## config.mk

```make
export PLATFORM = sky130hd
export DESIGN_NAME = l2_cache_top
export DESIGN_NICKNAME = d
export VERILOG_FILES = /design/src/rtl/l2_ctrl_pkg.sv /design/src/rtl/l2_geom_pkg.sv /design/src/rtl/l2_cache_top.sv /design/src/rtl/l2_ctrl_fsm.sv /design/src/rtl/l2_data_store.sv /design/src/rtl/l2_tag_store.sv /design/src/rtl/l2_req_arbiter.sv
export SDC_FILE = /design/constraint.sdc
export NUM_CORES = 2
export LEC_CHECK = 0
export ABC_AREA = 0
export BUFFER_PORTS_ARGS = -buffer_cell sky130_fd_sc_hd__buf_2
export CAP_MARGIN = 40
export CORE_UTILIZATION = 30
export CTS_CLUSTER_SIZE = 20
export DETAILED_ROUTE_END_ITERATION = 12
export PLACE_DENSITY_LB_ADDON = 0.12
export RECOVER_POWER = 25
export SLEW_MARGIN = 20
export SYNTH_ARGS = -nofsm -noshare
export SYNTH_HDL_FRONTEND = slang
export SYNTH_HIERARCHICAL = 1
export SYNTH_SLANG_ARGS = --single-unit
```

## constraint.sdc

```tcl
create_clock -name clk -period 14.7 [get_ports clk]
set_input_delay 0.735 -clock clk [delete_from_list [all_inputs] [get_ports clk]]
set_output_delay 0.735 -clock clk [all_outputs]
set_load 0.1 [all_outputs]
```

## src/rtl/l2_ctrl_pkg.sv

```systemverilog
package l2_ctrl_pkg;

    // Who owns a request, data reads and writes kept apart
    typedef enum logic [1:0] {
        src_none,
        src_icache,
        src_dread,
        src_dwrite
    } req_src_t;

    typedef enum logic [2:0] {
        st_idle,
        st_lookup,
        st_writeback,
        st_refill_req,
        st_refill_wait,
        st_refill_fill
    } ctrl_state_t;

endpackage

```

## src/rtl/l2_geom_pkg.sv

```systemverilog
package l2_geom_pkg;

    // Byte address as seen by both requesters and the memory bridge
    typedef logic [31:0] addr_t;

    typedef logic [31:0] word_t;

    // One strobe bit per byte lane of a word
    typedef logic [3:0] wstrb_t;

    // Word k of a line sits at bits [32k+31:32k]
    typedef logic [127:0] line_t;

    // Word offset bits inside a line
    localparam int offset_width = 2;

    localparam int line_words = 4;

endpackage
```

## src/rtl/l2_cache_top.sv

```systemverilog
`timescale 1ns/100ps

module l2_cache_top #(
    parameter int index_width = 2
) (
    input  logic                clk,
    input  logic                reset,
    input  logic                i_req,
    input  l2_geom_pkg::addr_t  i_addr,
    output logic                i_addr_ok,
    output logic                i_data_ok,
    output l2_geom_pkg::line_t  i_rdata,
    input  logic                d_req,
    input  logic                d_wr,
    input  l2_geom_pkg::addr_t  d_addr,
    input  l2_geom_pkg::word_t  d_wdata,
    input  l2_geom_pkg::wstrb_t d_wstrb,
    output logic                d_addr_ok,
    output logic                d_data_ok,
    output l2_geom_pkg::line_t  d_rdata,
    output logic                mem_req_r,
    output l2_geom_pkg::addr_t  mem_addr_r,
    input  logic                mem_addr_ok_r,
    output logic                mem_req_w,
    output l2_geom_pkg::addr_t  mem_addr_w,
    output l2_geom_pkg::line_t  mem_wline,
    input  logic                mem_addr_ok_w,
    output logic                mem_rdy,
    input  logic                mem_data_ok,
    input  l2_geom_pkg::line_t  mem_rline
);

    localparam int tag_width = 28 - index_width;
    localparam int low_bits = l2_geom_pkg::offset_width + 2;

    l2_ctrl_pkg::req_src_t                src;
    l2_ctrl_pkg::req_src_t                buf_src;
    l2_geom_pkg::addr_t                   buf_addr;
    logic [index_width-1:0]               buf_index;
    logic [tag_width-1:0]                 buf_tag;
    logic [l2_geom_pkg::offset_width-1:0] buf_offset;
    l2_geom_pkg::word_t                   buf_wdata;
    l2_geom_pkg::wstrb_t                  buf_wstrb;

    logic capture;
    logic tag_we;
    logic fill_way;
    logic set_dirty;
    logic lru_touch;
    logic touch_way;
    logic line_we;
    logic word_we;
    logic resp_way;

    logic                 hit;
    logic                 hit_way;
    logic                 victim_way;
    logic                 victim_valid;
    logic                 victim_dirty;
    logic [tag_width-1:0] victim_tag;

    l2_geom_pkg::line_t line0;
    l2_geom_pkg::line_t line1;
    l2_geom_pkg::line_t resp_line;
    l2_geom_pkg::line_t refill_line;

    l2_req_arbiter #(
        .index_width(index_width)
    ) u_l2_req_arbiter (
        .clk       (clk),
        .reset     (reset),
        .capture   (capture),
        .i_req     (i_req),
        .i_addr    (i_addr),
        .d_req     (d_req),
        .d_wr      (d_wr),
        .d_addr    (d_addr),
        .d_wdata   (d_wdata),
        .d_wstrb   (d_wstrb),
        .src       (src),
        .buf_src   (buf_src),
        .buf_addr  (buf_addr),
        .buf_index (buf_index),
        .buf_tag   (buf_tag),
        .buf_offset(buf_offset),
        .buf_wdata (buf_wdata),
        .buf_wstrb (buf_wstrb)
    );

    l2_tag_store #(
        .index_width(index_width)
    ) u_l2_tag_store (
        .clk         (clk),
        .reset       (reset),
        .index       (buf_index),
        .tag         (buf_tag),
        .tag_we      (tag_we),
        .fill_way    (fill_way),
        .set_dirty   (set_dirty),
        .dirty_way   (touch_way),
        .lru_touch   (lru_touch),
        .touch_way   (touch_way),
        .hit         (hit),
        .hit_way     (hit_way),
        .victim_way  (victim_way),
        .victim_valid(victim_valid),
        .victim_dirty(victim_dirty),
        .victim_tag  (victim_tag)
    );

    l2_data_store #(
        .index_width(index_width)
    ) u_l2_data_store (
        .clk      (clk),
        .index    (buf_index),
        .offset   (buf_offset),
        .way_sel  (fill_way),
        .line_we  (line_we),
        .word_we  (word_we),
        .fill_line(refill_line),
        .wdata    (buf_wdata),
        .wstrb    (buf_wstrb),
        .line0    (line0),
        .line1    (line1)
    );

    l2_ctrl_fsm u_l2_ctrl_fsm (
        .clk          (clk),
        .reset        (reset),
        .src          (src),
        .buf_src      (buf_src),
        .hit          (hit),
        .hit_way      (hit_way),
        .victim_way   (victim_way),
        .victim_valid (victim_valid),
        .victim_dirty (victim_dirty),
        .mem_addr_ok_r(mem_addr_ok_r),
        .mem_addr_ok_w(mem_addr_ok_w),
        .mem_data_ok  (mem_data_ok),
        .capture      (capture),
        .i_addr_ok    (i_addr_ok),
        .d_addr_ok    (d_addr_ok),
        .i_data_ok    (i_data_ok),
        .d_data_ok    (d_data_ok),
        .mem_req_r    (mem_req_r),
        .mem_req_w    (mem_req_w),
        .mem_rdy      (mem_rdy),
        .tag_we       (tag_we),
        .fill_way     (fill_way),
        .set_dirty    (set_dirty),
        .lru_touch    (lru_touch),
        .touch_way    (touch_way),
        .line_we      (line_we),
        .word_we      (word_we),
        .resp_way     (resp_way)
    );

    assign resp_line = resp_way ? line1 : line0;
    assign i_rdata   = resp_line;
    assign d_rdata   = resp_line;

    // Refill data only lasts for the mem_data_ok cycle
    always_ff @(posedge clk) begin
        if (mem_rdy && mem_data_ok) begin
            refill_line <= mem_rline;
        end
    end

    assign mem_addr_r = {buf_addr[31:low_bits], {low_bits{1'b0}}};
    assign mem_addr_w = {victim_tag, buf_index, {low_bits{1'b0}}};
    assign mem_wline  = victim_way ? line1 : line0;

endmodule

```

## src/rtl/l2_ctrl_fsm.sv

```systemverilog
`timescale 1ns/100ps

module l2_ctrl_fsm (
    input  logic                  clk,
    input  logic                  reset,
    input  l2_ctrl_pkg::req_src_t src,
    input  l2_ctrl_pkg::req_src_t buf_src,
    input  logic                  hit,
    input  logic                  hit_way,
    input  logic                  victim_way,
    input  logic                  victim_valid,
    input  logic                  victim_dirty,
    input  logic                  mem_addr_ok_r,
    input  logic                  mem_addr_ok_w,
    input  logic                  mem_data_ok,
    output logic                  capture,
    output logic                  i_addr_ok,
    output logic                  d_addr_ok,
    output logic                  i_data_ok,
    output logic                  d_data_ok,
    output logic                  mem_req_r,
    output logic                  mem_req_w,
    output logic                  mem_rdy,
    output logic                  tag_we,
    output logic                  fill_way,
    output logic                  set_dirty,
    output logic                  lru_touch,
    output logic                  touch_way,
    output logic                  line_we,
    output logic                  word_we,
    output logic                  resp_way
);

    l2_ctrl_pkg::ctrl_state_t state;
    l2_ctrl_pkg::ctrl_state_t state_next;

    logic done;
    logic buf_is_icache;
    logic buf_is_write;

    assign buf_is_icache = (buf_src == l2_ctrl_pkg::src_icache);
    assign buf_is_write  = (buf_src == l2_ctrl_pkg::src_dwrite);

    // Acceptance happens only from idle, one request in flight
    assign capture   = (state == l2_ctrl_pkg::st_idle) && (src != l2_ctrl_pkg::src_none);
    assign i_addr_ok = capture && (src == l2_ctrl_pkg::src_icache);
    assign d_addr_ok = capture && (src != l2_ctrl_pkg::src_icache);

    assign done      = (state == l2_ctrl_pkg::st_lookup) && hit;
    assign i_data_ok = done && buf_is_icache;
    assign d_data_ok = done && !buf_is_icache;

    assign lru_touch = done;
    assign touch_way = hit_way;
    assign word_we   = done && buf_is_write;
    assign set_dirty = done && buf_is_write;
    assign resp_way  = hit_way;

    assign mem_req_w = (state == l2_ctrl_pkg::st_writeback);
    assign mem_req_r = (state == l2_ctrl_pkg::st_refill_req);
    assign mem_rdy   = (state == l2_ctrl_pkg::st_refill_wait);

    assign line_we  = (state == l2_ctrl_pkg::st_refill_fill);
    assign tag_we   = line_we;
    // Refill goes to the victim, word writes to the hit way
    assign fill_way = line_we ? victim_way : hit_way;

    always_comb begin
        state_next = state;
        case (state)
            l2_ctrl_pkg::st_idle: begin
                if (capture) begin
                    state_next = l2_ctrl_pkg::st_lookup;
                end
            end
            l2_ctrl_pkg::st_lookup: begin
                if (hit) begin
                    state_next = l2_ctrl_pkg::st_idle;
                end else if (victim_valid && victim_dirty) begin
                    state_next = l2_ctrl_pkg::st_writeback;
                end else begin
                    state_next = l2_ctrl_pkg::st_refill_req;
                end
            end
            l2_ctrl_pkg::st_writeback: begin
                if (mem_addr_ok_w) begin
                    state_next = l2_ctrl_pkg::st_refill_req;
                end
            end
            l2_ctrl_pkg::st_refill_req: begin
                if (mem_addr_ok_r) begin
                    state_next = l2_ctrl_pkg::st_refill_wait;
                end
            end
            l2_ctrl_pkg::st_refill_wait: begin
                if (mem_data_ok) begin
                    state_next = l2_ctrl_pkg::st_refill_fill;
                end
            end
            l2_ctrl_pkg::st_refill_fill: begin
                state_next = l2_ctrl_pkg::st_lookup;
            end
            default: begin
                state_next = l2_ctrl_pkg::st_idle;
            end
        endcase
    end

    always_ff @(posedge clk) begin
        if (reset) begin
            state <= l2_ctrl_pkg::st_idle;
        end else begin
            state <= state_next;
        end
    end

endmodule

```

## src/rtl/l2_data_store.sv

```systemverilog
`timescale 1ns/100ps

module l2_data_store #(
    parameter int index_width = 2
) (
    input  logic                                 clk,
    input  logic [index_width-1:0]               index,
    input  logic [l2_geom_pkg::offset_width-1:0] offset,
    input  logic                                 way_sel,
    input  logic                                 line_we,
    input  logic                                 word_we,
    input  l2_geom_pkg::line_t                   fill_line,
    input  l2_geom_pkg::word_t                   wdata,
    input  l2_geom_pkg::wstrb_t                  wstrb,
    output l2_geom_pkg::line_t                   line0,
    output l2_geom_pkg::line_t                   line1
);

    localparam int sets = 1 << index_width;
    localparam int lanes = $bits(l2_geom_pkg::wstrb_t);

    l2_geom_pkg::line_t way_lines [0:1][0:sets-1];
    l2_geom_pkg::line_t merged_line;

    assign line0 = way_lines[0][index];
    assign line1 = way_lines[1][index];

    // Strobed bytes replace their lanes in the addressed word only
    always_comb begin
        merged_line = way_sel ? line1 : line0;
        for (int w = 0; w < l2_geom_pkg::line_words; w++) begin
            for (int b = 0; b < lanes; b++) begin
                if (w == int'(offset) && wstrb[b]) begin
                    merged_line[w*32 + b*8 +: 8] = wdata[b*8 +: 8];
                end
            end
        end
    end

    always_ff @(posedge clk) begin
        if (line_we) begin
            way_lines[way_sel][index] <= fill_line;
        end else if (word_we) begin
            way_lines[way_sel][index] <= merged_line;
        end
    end

endmodule

```

## src/rtl/l2_tag_store.sv

```systemverilog
`timescale 1ns/100ps

module l2_tag_store #(
    parameter int index_width = 2
) (
    input  logic                    clk,
    input  logic                    reset,
    input  logic [index_width-1:0]  index,
    input  logic [27-index_width:0] tag,
    input  logic                    tag_we,
    input  logic                    fill_way,
    input  logic                    set_dirty,
    input  logic                    dirty_way,
    input  logic                    lru_touch,
    input  logic                    touch_way,
    output logic                    hit,
    output logic                    hit_way,
    output logic                    victim_way,
    output logic                    victim_valid,
    output logic                    victim_dirty,
    output logic [27-index_width:0] victim_tag
);

    localparam int tag_width = 28 - index_width;
    localparam int sets = 1 << index_width;

    logic [tag_width-1:0] tags [0:1][0:sets-1];
    logic [1:0][sets-1:0] valid;
    logic [1:0][sets-1:0] dirty;
    // Set bit names the least recently used way
    logic [sets-1:0]      lru;

    logic hit0;
    logic hit1;

    assign hit0 = valid[0][index] && (tags[0][index] == tag);
    assign hit1 = valid[1][index] && (tags[1][index] == tag);

    assign hit     = hit0 || hit1;
    assign hit_way = hit1;

    // Empty ways are filled before anything is evicted
    always_comb begin
        if (!valid[0][index]) begin
            victim_way = 1'b0;
        end else if (!valid[1][index]) begin
            victim_way = 1'b1;
        end else begin
            victim_way = lru[index];
        end
    end

    assign victim_valid = valid[victim_way][index];
    assign victim_dirty = valid[victim_way][index] && dirty[victim_way][index];
    assign victim_tag   = tags[victim_way][index];

    always_ff @(posedge clk) begin
        if (reset) begin
            valid <= '0;
            dirty <= '0;
            lru   <= '0;
        end else begin
            if (tag_we) begin
                valid[fill_way][index] <= 1'b1;
                dirty[fill_way][index] <= 1'b0;
            end else if (set_dirty) begin
                dirty[dirty_way][index] <= 1'b1;
            end
            if (lru_touch) begin
                lru[index] <= ~touch_way;
            end
        end
    end

    always_ff @(posedge clk) begin
        if (tag_we) begin
            tags[fill_way][index] <= tag;
        end
    end

endmodule

```

## src/rtl/l2_req_arbiter.sv

```systemverilog
`timescale 1ns/100ps

module l2_req_arbiter #(
    parameter int index_width = 2
) (
    input  logic                                  clk,
    input  logic                                  reset,
    input  logic                                  capture,
    input  logic                                  i_req,
    input  l2_geom_pkg::addr_t                    i_addr,
    input  logic                                  d_req,
    input  logic                                  d_wr,
    input  l2_geom_pkg::addr_t                    d_addr,
    input  l2_geom_pkg::word_t                    d_wdata,
    input  l2_geom_pkg::wstrb_t                   d_wstrb,
    output l2_ctrl_pkg::req_src_t                 src,
    output l2_ctrl_pkg::req_src_t                 buf_src,
    output l2_geom_pkg::addr_t                    buf_addr,
    output logic [index_width-1:0]                buf_index,
    output logic [27-index_width:0]               buf_tag,
    output logic [l2_geom_pkg::offset_width-1:0]  buf_offset,
    output l2_geom_pkg::word_t                    buf_wdata,
    output l2_geom_pkg::wstrb_t                   buf_wstrb
);

    localparam int low_bits = l2_geom_pkg::offset_width + 2;

    l2_geom_pkg::addr_t sel_addr;

    // Data port always wins
    always_comb begin
        if (d_req) begin
            src = d_wr ? l2_ctrl_pkg::src_dwrite : l2_ctrl_pkg::src_dread;
        end else if (i_req) begin
            src = l2_ctrl_pkg::src_icache;
        end else begin
            src = l2_ctrl_pkg::src_none;
        end
    end

    assign sel_addr = d_req ? d_addr : i_addr;

    always_ff @(posedge clk) begin
        if (reset) begin
            buf_src <= l2_ctrl_pkg::src_none;
        end else if (capture) begin
            buf_src <= src;
        end
    end

    always_ff @(posedge clk) begin
        if (capture) begin
            buf_addr  <= sel_addr;
            buf_wdata <= d_wdata;
            buf_wstrb <= d_wstrb;
        end
    end

    assign buf_offset = buf_addr[low_bits-1:2];
    assign buf_index  = buf_addr[low_bits+index_width-1:low_bits];
    assign buf_tag    = buf_addr[31:low_bits+index_width];

endmodule

```

# == Yosys cells after proc, flatten, opt, wreduce, memory -nomap -nowiden ==
# Memory sizes are Yosys's and may differ from the RTL's.
# Cells that the tools add are included.
# W data, S select, Z words.
# op_classes
n_reduce_logical,39
n_eq_ne,18
n_lt_le_gt_ge,9
muxes,593
n_bitwise,518
# ops
operator,n
$mux W128,8
$mux W512,2
$mux W1,527
$bmux W128 S2,2
$or A1 B1 Y1,512
$demux W128 S2,1
$mux W26,7
$bmux W26 S2,3
$mux W8,18
$mux W104,1
$demux W26 S2,1
$eq A26 B26 Y1,2
$logic_and A1 B1 Y1,32
$mux W32,1
$mux W4,6
$pmux W3 S6,1
$or A8 B8 Y8,2
$mux W3,5
$bmux W1 S2,5
$ne A2 B1 Y1 const B,5
$and A8 B8 Y8,1
$demux W4 S1,2
$not A8 Y8,1
$eq A3 B2 Y1 const B,2
23 further kinds,30
# word_totals
mem_count,2
ram_bits,1232
word_cells,1190
reg_bits,221
input_bits,236
output_inout_bits,455
# mem_list
name,words,width,read_ports,rd_clocked_by_memory_dff,write_ports,line_no,rtl
u_l2_data_store.way_lines,2,512,2,0,1,l2_data_store.sv:22,l2_geom_pkg::line_t way_lines [0:1][0:sets-1];
u_l2_tag_store.tags,2,104,3,0,1,l2_tag_store.sv:27,logic [tag_width-1:0] tags [0:1][0:sets-1];

# == Longest topological paths before layout ==
# logic_depth
depth_word,14
ltp_mapped,20
mapped_depth_nobuf,12

# == By module ==
# The synthesis kept the hierarchy.
# by_module_without_submodules
mod,instances,seq_area_each_um2,cells_each,area_per_inst_um2
l2_data_store,1,30749.5,3699,55326.8
l2_tag_store,1,6646.4,654,10342.4
l2_cache_top,1,3843.7,550,8112.8
l2_req_arbiter,1,2082.0,143,2770.2
l2_ctrl_fsm,1,60.1,44,371.6

# == Least setup slack after synthesis ==
# Ideal clock, no wire load.
# synth_path
path_kind,flip-flop to flip-flop
start,register u_l2_req_arbiter.buf_addr[4]
end,memory u_l2_data_store/way_lines[1][384] (netlist name) (enable)
period_less_slack_ns,13.512
n_path_buf,6
required_time_ns,13.928
path_stages_with_launch,15
slack_ns,1.188
setup_ns,0.772
arrival_ns,12.741
cell_sequence,edfxtp_1 > buf_4 > buf_6 > buf_12 > mux4_2 > xor2_1 > nor4_2 > nand2_1 > a2111oi_4 > mux2_1 > buf_2 > buf_4 > clkbuf_1 > o21ai_0 > nor3_1
# synth_between
elab_cells_between_ends,33
classes_between,order compare: 2; eq/ne: 2; mux: 21; bitwise: 2; reduce/logical: 6
# synth_rtl
element,line_no,rtl
"start, declared",l2_req_arbiter.sv:18,"output l2_geom_pkg::addr_t buf_addr,"
"start signal, assigned",l2_req_arbiter.sv:53,buf_addr <= sel_addr;
$not A2 Y3 (not written as such),l2_tag_store.sv:37,assign hit1 = valid[1][index] && (tags[1][index] == tag);
$bmux W26 S2,l2_tag_store.sv:37,
$mux W26 (not written as such) (2 in a row),l2_tag_store.sv:37,
$eq A26 B26 Y1,l2_tag_store.sv:37,
$logic_and A1 B1 Y1 (*),l2_tag_store.sv:37,
net hit_way,l2_cache_top.sv:56,logic hit_way;
$mux W1 (*),l2_ctrl_fsm.sv:66,assign fill_way = line_we ? victim_way : hit_way;
net fill_way,l2_cache_top.sv:47,logic fill_way;
"end, declared",l2_data_store.sv:22,
# The timed path passes the listed nets; every way through them passes the cells marked *. The select of a mux whose other input is x is not followed.

# == Worst setup path in the final report ==
# layout_path
start,register u_l2_req_arbiter.buf_addr[4]
end,"memory u_l2_data_store/way_lines[1][200] (netlist name), data pin"
# layout_between
elab_chain_len,13
elab_cells_between_ends,40
classes_between,order compare: 2; eq/ne: 2; mux: 29; bitwise: 1; reduce/logical: 6
# layout_rtl
element,line_no,rtl
$not A2 Y3 (not written as such),"l2_tag_store.sv:36, l2_tag_store.sv:37",
"$bmux W26 S2, on equally long branches","l2_tag_store.sv:36, l2_tag_store.sv:37",
"$mux W26, on equally long branches (2 in a row)","l2_tag_store.sv:36, l2_tag_store.sv:37",
"$eq A26 B26 Y1, on equally long branches","l2_tag_store.sv:36, l2_tag_store.sv:37",
"$logic_and A1 B1 Y1, on equally long branches","l2_tag_store.sv:36, l2_tag_store.sv:37",
$logic_or A1 B1 Y1 (*),l2_tag_store.sv:39,assign hit = hit0 || hit1;
net hit,l2_cache_top.sv:55,logic hit;
$logic_and A1 B1 Y1 (*),l2_ctrl_fsm.sv:49,assign done = (state == l2_ctrl_pkg::st_lookup) && hit;
net lru_touch,l2_cache_top.sv:49,logic lru_touch;
$logic_and A1 B1 Y1 (*),-,
net set_dirty,l2_cache_top.sv:48,logic set_dirty;
$mux W1 (*),l2_data_store.sv:43,end else if (word_we) begin
$mux W1 (*),l2_data_store.sv:41,if (line_we) begin
$mux W512 (not written as such) (*),l2_data_store.sv:44,way_lines[way_sel][index] <= merged_line;
$mux W1 (no line) (*),-,
# Marked as above.

==> results.sh <==
export IMPL_clockBufferDepth=3
export IMPL_cts_htree_levels=4
export IMPL_start_util_pct=30.2
export IMPL_grt_antenna_before_repair=20
export IMPL_hold_viol=0
export IMPL_io_pins=691
export IMPL_rows=185
export IMPL_cp_cell_sequence="buf_4, buf_4, clkbuf_1, mux4_2, xnor2_1, o21ai_0, nor4_1, a41o_1, and3b_1, and3_1, nor4bb_4, buf_4, buf_4, nand2_1, o211ai_1"
export IMPL_power_density_nw_per_um2=130
export IMPL_layout_area_seq_um2=43300
export IMPL_clk_root_buffer_cell="clkbuf_16"
export IMPL_crit_cells=15
export IMPL_cts_sinks=1451
export IMPL_pre_cts_slack_ps=6070
export IMPL_n_fill_cell=24401
export IMPL_r2r_cells=15
export IMPL_multi_input_area_um2=29800
export IMPL_grt_max_degree=127
export IMPL_clk_latency_ps=880
export IMPL_fin_tns_setup_ps=0
export IMPL_ir_drop_mv=0.113
export IMPL_worst_pin_slew_ps=3530
export IMPL_max_cap_viol_count=13
export IMPL_wl_um=288000
export IMPL_cts_tree="yes"
export IMPL_status="complete, but fails checks"
export IMPL_postLayoutSetupSlackWorst_ps=4300
export IMPL_cp_max_fo=40
export IMPL_final_core_util_pct=35.0
export IMPL_leakagePower_nw=28.6
export IMPL_syn_area_per_cell_um2=15.1
export IMPL_wl_per_cell_um=31.8
export IMPL_core_area_um2=254000
export IMPL_die_h_um=508
export IMPL_total_power_w=0.0115
export IMPL_synthToLayoutAreaGrowth_pct=15.7
export IMPL_syn_area_um2=76800
export IMPL_synthCells=5086
export IMPL_hold_depth=1
export IMPL_rr_startpoint="u_l2_req_arbiter/buf_addr[4]"
export IMPL_cp_top_family="buffers and inverters"
export IMPL_rrSetupSlack_ps=4300
export IMPL_via_per_inst=5.59
export IMPL_drv_slew=425
export IMPL_layout_common_cells="edfxtp_1, nand2_1, mux4_2, nand3_1, o211ai_1"
export IMPL_die_w_um=508
export IMPL_violations="capacitance limit, slew limit"
export IMPL_first_global_vias=51456
export IMPL_cts_made_buffers=178
export IMPL_crit_type="flip-flop to flip-flop"
export IMPL_worstHoldPathType="input pin to flip-flop"
export IMPL_setup_violations=0
export IMPL_grt_usage_pct=21.9
export IMPL_place_hpwl_um=181000
export IMPL_crit_path_start_kind="flip-flop"
export IMPL_arrival_ps=11020
export IMPL_cp_startpoint="u_l2_req_arbiter/buf_addr[4]"
export IMPL_drc_errors=0
export IMPL_crit_path_max_incr_delay_ps=2320
export IMPL_cp_common_cell="buf_4"
export IMPL_dr_first_iter_drc_count=5295
export IMPL_critPathCaptureType="flip-flop"
export IMPL_post_route_period_util_pct=70.7
export IMPL_fin_crit_ps=10400
export IMPL_fin_nets=5787
export IMPL_die_area_um2=258000
export IMPL_grt_first_pass_wirelength_um=400000
export IMPL_slew_headroom_pct=-135
export IMPL_max_freq_mhz=96.2
export IMPL_gp_congestion=0.769
export IMPL_grt_overflow_total=0
export IMPL_ys_warn_count=6
export IMPL_required_ps=15330
export IMPL_endpoint="u_l2_data_store/way_lines[1][200]"
export IMPL_r2r_end="u_l2_data_store/way_lines[1][200]"
export IMPL_clk_pin_slew_ps=60
export IMPL_drive_gt1_share_pct=34.3
export IMPL_slowest_stage="clkbuf_1"
export IMPL_mostFrequentLayoutCell="edfxtp_1"
export IMPL_rsz0062_at_grt="false"
export IMPL_vias=50778
export IMPL_io_buffer_count=678
export IMPL_path_buf_inv=5
export IMPL_finalClockSkew_ps=93.6
export IMPL_dr_pass1_iters=5
export IMPL_ant_nets=0
## power breakdown
group	total, W	internal, W	switching (W)
registers	0.00461	0.00456	0.0000591
logic	0.00247	0.000600	0.00187
clock network	0.00445	0.00257	0.00188
total	0.0115	0.00772	0.00381
## registers in the layout, indices dropped and copies added (netlist names)
register and cells:
refill_line 128, u_l2_ctrl_fsm/state 3, u_l2_data_store/way_lines 1024, u_l2_req_arbiter/buf_addr 30
u_l2_req_arbiter/buf_src 2, u_l2_req_arbiter/buf_wdata 32, u_l2_req_arbiter/buf_wstrb 4, u_l2_tag_store/dirty 8
u_l2_tag_store/lru 4, u_l2_tag_store/tags 208, u_l2_tag_store/valid 8
## layout make-up
class	count	area share, %
diodes	11	0.0309
clock buffers	223	5.23
clock inverters	106	1.44
inverters	15	0.0717
multi-input cells	3005	33.5
flip-flops and latches	1451	48.7
well taps	3366	4.74
repair buffers	900	6.25
## worst min-delay path by stage
| stage | startpoint | end | slack [ps] |
|---|---|---|---|
| 2_1_floorplan | u_l2_tag_store/valid[2] | u_l2_tag_store/valid[2] | 430 |
| 3_3_place_gp | u_l2_tag_store/valid[0] | u_l2_tag_store/valid[0] | 450 |
| 3_5_place_dp | u_l2_tag_store/valid[7] | u_l2_tag_store/valid[7] | 460 |
| 4_1_cts | mem_rline[121] | refill_line[121] | 0.5 |
| 5_1_grt | mem_rline[46] | refill_line[46] | 20 |
| 6_report | mem_rline[121] | refill_line[121] | 70 |
## timing repair
item,4_1_cts,5_1_grt
hold endpoints to repair,39,0
buffers inserted,0,0
resized for setup,0,0
hold buffers,39,0
setup endpoints to repair,0,0
## worst register-to-register path: cells and delay by family, from the launching register on
kind            cells  cell delay, ps
simple gates        5            2690
xor+xnor            1             180
buf+inv             5            4840
compound gates      3            1010
flops               1             680
mux                 1             770
## metal layers
metal / part of all wire (%) / vias up / global-route usage (%) / wire length, um
li1: - / 21270 / - / -
met1: 43 / 26691 / 30.2 / 125000
met2: 47 / 2427 / 35.4 / 135000
met3: 7.1 / 384 / 3.86 / 20400
met4: 2.8 / 6 / 6.32 / 7940
met5: 0.015 / - / 0 / 44
## per-stage QoR
stage	hold slack, ps	std cells	instance area (um^2)
floorplan	435	5093	76900
global placement	449	8649	82000
finish	70.4	9077	88900
global route	16.9	9071	88900
detailed placement	463	8690	82800
CTS	0.463	9058	89100
Note: power is estimated with default switching activity, not from simulation.
